`src/logic/rp_pkg.sv`:
```
package rp_pkg;

  //////////////////////////////////////////////////
  // sample and bus types
  //////////////////////////////////////////////////

  typedef logic signed [14-1:0] sample_t;   // two's complement channel sample
  typedef logic        [14-1:0] adc_code_t; // raw converter code, negative slope
  typedef logic        [32-1:0] bus_addr_t;
  typedef logic        [32-1:0] bus_data_t;

  //////////////////////////////////////////////////
  // address map
  //////////////////////////////////////////////////

  localparam int N_REGIONS  = 8;  // regions behind the decoder
  localparam int REGION_LSB = 20; // region index sits on addr[22:20]
  localparam int REGION_W   = 3;

  // region 0, housekeeping
  localparam bus_data_t                 HK_ID                = 32'h5250_0001;
  localparam logic [REGION_LSB-1:0]     HK_ID_ADDR           = 20'h00000;
  localparam logic [REGION_LSB-1:0]     HK_DIGITAL_LOOP_ADDR = 20'h00004;
  localparam logic [REGION_LSB-1:0]     HK_LED_ADDR          = 20'h00030;

  // region 1, output source registers
  localparam logic [REGION_LSB-1:0]     SRC_SEL_ADDR         = 20'h00000;
  localparam logic [REGION_LSB-1:0]     SRC_CONST_A_ADDR     = 20'h00004;
  localparam logic [REGION_LSB-1:0]     SRC_CONST_B_ADDR     = 20'h00008;

  //////////////////////////////////////////////////
  // converter side
  //////////////////////////////////////////////////

  // code that stands for a zero sample on both converters
  // top bit kept, lower 13 inverted
  localparam adc_code_t ZERO_CODE = 14'h1fff;

  // DAC interleave, one channel per cycle
  typedef enum logic {
    PHASE_A = 1'b0, // sel low, channel A on the bus
    PHASE_B = 1'b1  // sel high, channel B on the bus
  } dac_phase_e;

endpackage

```
`src/logic/sys_bus_decoder.sv`:
```
`timescale 1ns/1ps

module sys_bus_decoder (
  input  logic              adc_clk,
  input  logic              rst_n_i,
  input  rp_pkg::bus_addr_t sys_addr_i,
  input  logic              sys_wen_i,
  input  logic              sys_ren_i,
  input  rp_pkg::bus_data_t hk_rdata_i,   // region 0
  input  logic              hk_ack_i,
  input  rp_pkg::bus_data_t src_rdata_i,  // region 1
  input  logic              src_ack_i,
  output logic              hk_wen_o,
  output logic              hk_ren_o,
  output logic              src_wen_o,
  output logic              src_ren_o,
  output rp_pkg::bus_data_t sys_rdata_o,
  output logic              sys_ack_o,
  output logic              sys_err_o
);

  localparam int N = rp_pkg::N_REGIONS;

  logic [rp_pkg::REGION_W-1:0] region;       // live index from the address
  logic [rp_pkg::REGION_W-1:0] region_q;     // index of the pending access
  logic [rp_pkg::REGION_W-1:0] resp_region;  // region that answers this cycle
  logic [N-1:0]                sys_cs, resp_cs;
  logic [N-1:0]                sys_wen, sys_ren;
  logic [N-1:0]                sys_ack;
  rp_pkg::bus_data_t           sys_rdata [N];
  logic                        pulse;

  assign region = sys_addr_i[rp_pkg::REGION_LSB +: rp_pkg::REGION_W];
  assign pulse  = sys_wen_i | sys_ren_i;

  // one-hot chip select, gates both enables
  assign sys_cs  = {{(N-1){1'b0}}, 1'b1} << region;
  assign sys_wen = sys_cs & {N{sys_wen_i}};
  assign sys_ren = sys_cs & {N{sys_ren_i}};

  assign hk_wen_o  = sys_wen[0];
  assign hk_ren_o  = sys_ren[0];
  assign src_wen_o = sys_wen[1];
  assign src_ren_o = sys_ren[1];

  // remember who was addressed, the slow slaves answer a cycle later
  always_ff @(posedge adc_clk or negedge rst_n_i)
  begin
    if (!rst_n_i)
      region_q <= '0;
    else if (pulse)
      region_q <= region;
  end

  assign resp_region = pulse ? region : region_q;
  assign resp_cs     = {{(N-1){1'b0}}, 1'b1} << resp_region;

  // gather slave responses
  always_comb
  begin
    sys_rdata[0] = hk_rdata_i;
    sys_ack[0]   = hk_ack_i;
    sys_rdata[1] = src_rdata_i;
    sys_ack[1]   = src_ack_i;
    for (int r = 2; r < N; r++)
    begin
      sys_rdata[r] = '0;                       // unused region, reads zero
      sys_ack[r]   = sys_wen[r] | sys_ren[r];  // answers at once
    end
  end

  assign sys_rdata_o = sys_rdata[resp_region];
  assign sys_ack_o   = |(resp_cs & sys_ack);
  assign sys_err_o   = 1'b0;  // no slave flags errors here

endmodule

```
`config.mk`:
```
export PLATFORM = sky130hd
export DESIGN_NAME = sys_bus_decoder
export DESIGN_NICKNAME = d
export VERILOG_FILES = /design/src/logic/rp_pkg.sv /design/src/logic/sys_bus_decoder.sv
export SDC_FILE = /design/constraint.sdc
export NUM_CORES = 1
export LEC_CHECK = 0
export BUFFER_PORTS_ARGS = -buffer_cell sky130_fd_sc_hd__buf_2
export CAP_MARGIN = 30
export CELL_PAD_IN_SITES_DETAIL_PLACEMENT = 1
export CELL_PAD_IN_SITES_GLOBAL_PLACEMENT = 1
export CORE_MARGIN = 2
export CORE_UTILIZATION = 16
export DETAILED_ROUTE_END_ITERATION = 16
export GPL_ROUTABILITY_DRIVEN = 0
export GPL_TIMING_DRIVEN = 0
export PLACE_DENSITY_LB_ADDON = 0.1
export SLEW_MARGIN = 20
export SYNTH_ARGS = -nofsm -noshare
export SYNTH_HDL_FRONTEND = slang
export SYNTH_SLANG_ARGS = --single-unit
```
`constraint.sdc`:
```
create_clock -name adc_clk -period 2.5 [get_ports adc_clk]
set_input_delay 0.25 -clock adc_clk [delete_from_list [all_inputs] [get_ports adc_clk]]
set_output_delay 0.25 -clock adc_clk [all_outputs]
set_load 0.03 [all_outputs]
```
==> reports/results.ini, run 1 <==
[yosys]
ys_types=18
ys_ff_latch=3
netlist_instances=96
syn_area_sq_um=753.2
ys.warnings.count=0
yosysSeqAreaShare=0.09967
synth_fp_nets=198
postSynthAreaPerCell_sq_um=7.846

[grt]
antenna_found_initial=0
overflow=0
grt_max_degree=11
grt_pass1_vias=1225
grt_usage=0.1261
grt_pass1_wl_um=5423

[timing]
fin_skew_ns=0
finalWorstSetupSlack_ns=0.3769
setup_viol=0
tns_ns=0
hold_viol_final=0
rsz0062_at_grt=false
layout_min_cycle_time_ns=2.123
drv_slew=0
fin_crit_sh=0.8492
fmax_ghz=0.4710

[placement]
dp.cells=257
dp_hpwl_um=2905
portBuffers=109
dp_slack_ns=0.5207
placed_cell_area_sq_um=1364

[clocking]
clk_pin_slew_ns=0.03
cts_max_path_buffers=2
clockRootBuffer=clkbuf_8
cts_tree=yes
clock_latency_ns=0.21
htree_num_levels=1
cts_made_buffers=3
cts_num_sinks=3
cts_setup_buffers=0

[die]
die_h_um=72.61
initial_utilization=0.1695
die_x_um=72.61
fp.dieArea_sq_um=5272
ios=140
rows=24
coreArea_sq_um=4444

[routing]
ant_nets=0
first_pass_iters=4
vias=1192
drt-wirelength-per-cell_um=13.02
drtIter0Drc=20
drc=0
totalWireLength_um=3410
vias_per_cell=4.550

[power]
p_leak_nw=0.7601
p_switching_uw=225.1
peakVddDrop_uv=236.9
p_seq_frac=0.107
power_density_nw_per_um2=364.2
p_clk_frac=0.270
internal-power_uw=291.5
combPwrFrac=0.623
swShare=0.4357

[worst_setup_path]
critical_path.startpoint=region_q[1]
setup.worst_path.end_class=primary output
timing.rr.start=region_q[2]
crit_arrival_ns=1.87
cp.required_ns=2.25
crit_type=flop to primary output
crit_path_max_fanout=10
cp-start-kind=flop

[layout]
final_nets=313
largest_register_ffs=3
regMostFlops=region_q
design_area_sq_um=1419
reg_top3=region_q x3
stdcell_count=262
final_layout_size_suffix_gt1_frac=0.7048
area_growth_pct=88.37
antenna_cells=0

[run]
drv_cap=0

[outcome]
outcome=finished, final reports clean

[hold_path]
hp-class=input port to async pin

[critical path: stages (launching register included)]
cell and delay [ns]:
dfrtp_1 0.39, or4b_1 0.49, o21ai_2 0.18, buf_6 0.23, a22oi_2 0.07, nor2_2 0.10
buf_2 0.21
[per-stage QoR]
step | hold WS, ns | total power, mW | util
after global placement | 0.04418 | 0.3744 | 0.3069
after global routing | 0.3826 | 0.5582 | 0.3193
after detailed placement | 0.04632 | 0.3817 | 0.3069
after floorplan | -0.04559 | 0.2581 | -
after CTS | 0.3526 | 0.5272 | 0.3193
final | 0.3629 | 0.5167 | 0.3193
[cell families (layout without fill, tap and decap cells)]
family | count (synthesis) | after routing | share of synthesized area
buffers and inverters | 10 | 124 | 0.1279
AO/OA/AOI/OAI | 36 | 36 | 0.4435
multiplexers | 3 | 3 | 0.04485
flip-flops | 3 | 3 | 0.09967
AND/OR/NAND/NOR | 43 | 43 | 0.2791
other | 1 | 1 | 0.004979
[placed cells by master (no fill, tap or decap), types with 2 or more instances in the layout]
cell type / n
nor2_2: 10
buf_2: 111
a22oi_2: 10
clkbuf_8: 3
buf_6: 5
a22oi_1: 23
mux2_2: 3
buf_4: 2
dfrtp_1: 3
nor2_1: 26
nand2b_1: 3
nor3_1: 2
[synthesized netlist by cell type, drive strengths merged]
| library cell | instances | area (sq um) |
|---|---|---|
| nor3 | 2 | 10.01 |
| or4b | 1 | 10.01 |
| o22ai | 1 | 6.260 |
| mux2 | 3 | 33.78 |
| o31ai | 1 | 21.27 |
| nand2b | 3 | 18.77 |
| conb | 1 | 3.750 |
| a22oi | 33 | 297.8 |
| or4 | 1 | 11.26 |
| nor2 | 36 | 160.2 |
| buf | 10 | 96.33 |
| dfrtp | 3 | 75.07 |
| o21ai | 1 | 8.760 |
[final cells by class]
type,count,area [sq um]
multi-input cells,83,581.8
well taps,52,65.06
clock buffers,4,45.04
fillers,586,3025
repair buffers,110,555.5
flip-flops and latches,3,75.07
plain buffers,10,96.34
[timing repair]
item	CTS	global route
resized for setup	0	0
hold buffers	1	0
hold endpoints to repair	3	0
[path summary, 6_finish.rpt]
| path | end | slack (ns) | cells past startpoint |
|---|---|---|---|
| max | sys_rdata_o[27] | 0.38 | 6 |
| min | region_q[2] | 0.36 | 2 |
| max reg2reg | region_q[2] | 1.48 | 2 |
| min reg2reg | region_q[0] | 0.55 | 1 |
| max in group asynchronous | region_q[0] | 2.03 | 2 |
| min in group adc_clk | region_q[0] | 0.38 | 2 |
[power groups by stage]
| stage | logic (mW) | clock network [mW] | registers, mW |
|---|---|---|---|
| CTS | 0.328 | 0.144 | 0.0555 |
| global route | 0.352 | 0.150 | 0.0561 |
| floorplan | 0.203 | 0 | 0.0550 |
| detailed placement | 0.326 | 0 | 0.0560 |
| finish | 0.322 | 0.139 | 0.0554 |
| global placement | 0.319 | 0 | 0.0557 |
[metal layers]
layer  global-route usage  part of all wire  vias up
met1               0.1359              0.37      541
met4              0.03086            0.0041        0
met2               0.2475              0.54       65
met3              0.02486             0.093        2
li1                     -                 -      584
met5                    0                 0        -
(Power assumes the default switching activity.)
==> inputs of run 2 (changes only) <==
- CORE_UTILIZATION: 16 -> 13
- clock period: 2.5 -> 1.8 ns (I/O delays scaled with it)
==> reports/results.ini, run 2 (same netlist as run 1, synthesis figures left out) <==
[grt]
grt_max_degree=11  ; unchanged
overflow=0  ; unchanged
antenna_found_initial=0  ; unchanged
grt_pass1_vias=1437  ; +17%
grt_pass1_wl_um=6430  ; +19%
grt_usage=0.1248  ; -0.001277

[worst_setup_path]
reg2reg_to=region_q[2]
cp.required_ns=1.62  ; -0.63 ns
crit_arrival_ns=1.83  ; -0.04 ns
path_buf_inv=2  ; unchanged
crit_family=simple AND/OR/NAND/NOR gates
cp-start-kind=flop
crit_type=flop to primary output
r2r_slack_ns=0.70  ; -0.78 ns
setup.worst_path.end_class=primary output
rr_worst_depth=2  ; unchanged
timing.rr.start=region_q[2]
critical_path_depth=6  ; unchanged
cp_slowest_cell=or4_4
cpPeakStageDelay_ns=0.52  ; +0.03 ns
critical_path.startpoint=region_q[0]
crit_path_max_fanout=5  ; -5
cp_cell_sequence=or4_4 -> o31ai_4 -> clkbuf_16 -> a22oi_2 -> nor2_2 -> buf_6

[outcome]
outcome=complete, but fails checks
violations=setup timing

[layout]
multiInputGateArea_sq_um=719.4  ; +24%
register_area_sq_um=75.07  ; unchanged
final_cell_mix=78 x buf_2, 36 x buf_6, 30 x nor2_2, 20 x a22oi_2, 13 x a22oi_1
n_fill_cell=681  ; +16%
antenna_cells=0  ; unchanged
final_nets=322  ; +2.9%
regMostFlops=region_q
largest_register_ffs=3  ; unchanged
layout_commonest_cell=buf_2
reg_top3=region_q x3
area_growth_pct=152.7
finish.utilization=0.3435  ; +0.02424
final_layout_size_suffix_gt1_frac=0.8676  ; +0.1628

[routing]
drt-wirelength-per-cell_um=14.97  ; +15%
drc=0  ; unchanged
ant_nets=0  ; unchanged
vias=1285  ; +7.8%
totalWireLength_um=4357  ; +28%
vias_per_cell=4.416  ; -2.9%
drtIter0Drc=16  ; -20%
first_pass_iters=4  ; unchanged

[power]
peakVddDrop_uv=192.0  ; -19%
power_uw=888.2  ; +72%
p_leak_nw=0.8629  ; +14%
power_density_nw_per_um2=466.7  ; +28%

[timing]
fin_skew_ns=0  ; unchanged
rsz0062_at_grt=true
fin_crit_sh=1.115
layout_min_cycle_time_ns=2.007
drv_slew=0  ; unchanged
setup_viol=33  ; +33
relSlewSlack=0.6352
finalWorstSetupSlack_ns=-0.2075  ; -0.5844 ns
fmax_ghz=0.4981
worst_pin_slew_ns=0.5440
timing.hold.ws_ns=0.2953  ; -0.06762 ns
tns_ns=-5.877  ; -5.877 ns
hold_viol_final=0  ; unchanged

[clocking]
cts_tree=yes
cts_made_buffers=3  ; unchanged
clk_pin_slew_ns=0.03  ; about the same
cts_num_sinks=3  ; unchanged
clock_latency_ns=0.21  ; about the same
clockRootBuffer=clkbuf_8
cts_max_path_buffers=2  ; unchanged
htree_num_levels=1  ; unchanged

[die]
die_h_um=80.12  ; +10%
rows=27  ; +13%
coreArea_sq_um=5540  ; +25%
ios=140  ; unchanged
fp.dieArea_sq_um=6419  ; +22%
initial_utilization=0.1360  ; -0.03353
die_x_um=80.12  ; +10%

[placement]
portBuffers=109  ; unchanged
dp_hpwl_um=3212  ; +11%
dp_slack_ns=-0.1171  ; -0.6377 ns

[hold_path]
hp-class=input port to async pin

[run]
drv_cap=0  ; unchanged

[run 2: cell count changes in the layout (fill, tap and decap cells not counted), sizes merged]
cell,change
o31ai,+1
clkbuf,+1
buf,+6
bufbuf,+1
[run 2: per-layer routing]
layer	global-route usage	vias to the layer above	wire, um
met5	0	-	0
met4	0.05593	0	125
met3	0.02697	12	380
met2	0.2425	79	2365
met1	0.1249	583	1486
li1	-	611	-
[run 2: timing repair]
action / in CTS / in global routing
pin swaps: 2 / 15
gates resized for setup: 68 / 15
hold endpoints to repair: 3 / 0
setup endpoints to repair: 33 / 33
buffers inserted: 2 / 0
hold buffers: 1 / 0
cloned: 3 / 4
[run 2: how the worst max path moves through the flow]
stage                       to  slack (ns)
2_1_floorplan   sys_rdata_o[2]        0.09
3_3_place_gp   sys_rdata_o[30]       -0.06
3_5_place_dp   sys_rdata_o[25]       -0.12
4_1_cts        sys_rdata_o[25]       -0.21
5_1_grt         sys_rdata_o[0]       -0.30
6_report        sys_rdata_o[3]       -0.21
[run 2: power breakdown]
group	switching, mW	leakage (nW)	total [mW]	internal, mW
combinational	0.325	0.805	0.617	0.292
clock	0.0440	0.0228	0.195	0.151
sequential	0.00295	0.0350	0.0766	0.0736
[run 2: cell type report]
class                      instances  area share
timing repair buffer             118      0.4589
multi-input combinational         84      0.3780
buffer                            10     0.05260
tap                               72     0.04734
sequential                         3     0.03945
clock buffer                       4     0.02367
[run 2: stage by stage]
stage	cells	area, sq um
2_1_floorplan	96	812.0
5_1_grt	291	1903
4_1_cts	287	1789
3_5_place_dp	277	1448
3_3_place_gp	277	1448
6_report	291	1903
==> inputs of run 3 (changes only) <==
- SKIP_LAST_GASP: not set -> 1
==> reports/results.ini, run 3 (same netlist as run 1, synthesis figures left out) <==
[layout]
final_nets=319  ; -0.93%
largest_register_ffs=3  ; unchanged
area_growth_pct=135.7
register_area_sq_um=75.07  ; unchanged
multiInputGateArea_sq_um=666.9  ; -7.3%
reg_top3=region_q x3
regMostFlops=region_q
final_cell_mix=83 x buf_2, 31 x nor2_2, 24 x buf_6, 20 x a22oi_1, 13 x a22oi_2
final_layout_size_suffix_gt1_frac=0.8333  ; -0.03425
antenna_cells=0  ; unchanged
layout_commonest_cell=buf_2
n_fill_cell=691  ; +1.5%
stdcell_count=288  ; -1.0%

[die]
initial_utilization=0.1360  ; unchanged
fp.dieArea_sq_um=6419  ; unchanged
die_h_um=80.12  ; unchanged
rows=27  ; unchanged
coreArea_sq_um=5540  ; unchanged
die_x_um=80.12  ; unchanged
ios=140  ; unchanged

[clocking]
cts_num_sinks=3  ; unchanged
clockRootBuffer=clkbuf_8
cts_max_path_buffers=2  ; unchanged
cts_tree=yes
htree_num_levels=1  ; unchanged
clock_latency_ns=0.21  ; about the same
cts_made_buffers=3  ; unchanged
clk_pin_slew_ns=0.03  ; about the same

[timing]
layout_min_cycle_time_ns=2.016  ; +0.008883 ns
timing.hold.ws_ns=0.2961  ; +0.0008190 ns
hold_viol_final=0  ; unchanged
finalWorstSetupSlack_ns=-0.2163  ; -0.008883 ns
fin_crit_sh=1.120  ; +0.004935
drv_slew=0  ; unchanged
rsz0062_at_grt=true
relSlewSlack=0.6544  ; +0.01923
setup_viol=33  ; unchanged
fmax_ghz=0.4959  ; -0.44%
worst_pin_slew_ns=0.5184  ; -0.02557 ns
tns_ns=-5.788  ; +0.08835 ns
fin_skew_ns=0  ; unchanged

[placement]
dp_hpwl_um=3212  ; unchanged
portBuffers=109  ; unchanged
dp.cells=277  ; unchanged

[power]
p_leak_nw=0.8333  ; -3.4%
combPwrFrac=0.679  ; -0.015
power_density_nw_per_um2=475.1  ; +1.8%
internal-power_uw=489.0  ; -5.4%
p_switching_uw=354.5  ; -4.6%
p_clk_frac=0.230  ; +0.010
p_seq_frac=0.091  ; +0.005
power_uw=843.5  ; -5.0%
swShare=0.4202  ; +0.001947
peakVddDrop_uv=188.6  ; -1.8%

[hold_path]
hp-class=input port to async pin

[worst_setup_path]
cp.required_ns=1.62  ; about the same
crit_type=flop to primary output
crit_arrival_ns=1.84  ; about the same
timing.rr.start=region_q[2]
setup.worst_path.end_class=primary output
rr_worst_depth=2  ; unchanged
cp-start-kind=flop
crit_path_max_fanout=10  ; +5
critical_path.startpoint=region_q[0]

[grt]
overflow=0  ; unchanged
grt_max_degree=11  ; unchanged
grt_usage=0.1234  ; -0.001405
antenna_found_initial=0  ; unchanged
grt_pass1_vias=1428  ; -0.63%
grt_pass1_wl_um=6375  ; -0.86%

[routing]
vias=1258  ; -2.1%
first_pass_iters=2  ; -2
wl_met2_um=2163  ; -8.5%
vias_per_cell=4.368  ; -1.1%
drt-wirelength-per-cell_um=14.16  ; -5.4%
ant_nets=0  ; unchanged
wl_met1_um=1462  ; -1.6%
wl_met3_um=365  ; -3.9%
totalWireLength_um=4079  ; -6.4%
drtIter0Drc=15  ; -1
top_layer_used=met4
drc=0  ; unchanged

[outcome]
violations=setup timing
outcome=complete, but fails checks

[run]
drv_cap=0  ; unchanged

## run 3: final timing paths
check	end	slack [ns]
max in group asynchronous	region_q[0]	1.40
worst min-delay path	region_q[2]	0.30
min in group adc_clk	region_q[0]	0.32
worst max-delay path	sys_rdata_o[15]	-0.22
worst max register to register	region_q[2]	0.70
worst min register to register	region_q[0]	0.53
## run 3: timing repair
action / CTS / global route
cloned: 3 / 1
hold endpoints to repair: 3 / 0
pin swaps: 2 / 6
resized for setup: 51 / 11
hold buffers: 1 / 0
setup buffers: 2 / 0
endpoints found under the setup margin: 33 / 33
## run 3: power groups by stage
stage	combinational, mW	sequential, mW	clock [mW]
final	0.573	0.0766	0.194
after floorplan	0.304	0.0764	0
after CTS	0.562	0.0767	0.203
after global routing	0.613	0.0780	0.213
after global placement	0.467	0.0771	0
after detailed placement	0.477	0.0774	0
## run 3: critical path, cell delays in order (launching register included)
cell and delay (ns):
dfrtp_1 0.37, or4_4 0.50, o31ai_4 0.15, buf_8 0.22, a22oi_2 0.09, nor2_2 0.08
buf_2 0.20
## run 3: per-layer routing
metal,global-route usage,up-vias
met3,0.02584,10
met1,0.1269,574
met2,0.2383,77
li1,-,597
met5,0,-
met4,0.05085,0
## run 3: final cells by class
| cell class | count | area share |
|---|---|---|
| Multi-Input combinational cell | 83 | 0.3756 |
| Clock buffer | 4 | 0.02537 |
| Sequential cell | 3 | 0.04228 |
| Timing Repair Buffer | 116 | 0.4475 |
| Tap cell | 72 | 0.05074 |
| Buffer | 10 | 0.05849 |
## run 3: metrics by stage
step	cell area [sq um]	setup slack [ns]	utilization
after CTS	1733	-0.2136	0.3128
after floorplan	812.0	0.09294	-
after global routing	1775	-0.3145	0.3205
after detailed placement	1448	-0.1171	0.2613
after global placement	1448	-0.06363	0.2613
final	1775	-0.2163	0.3205
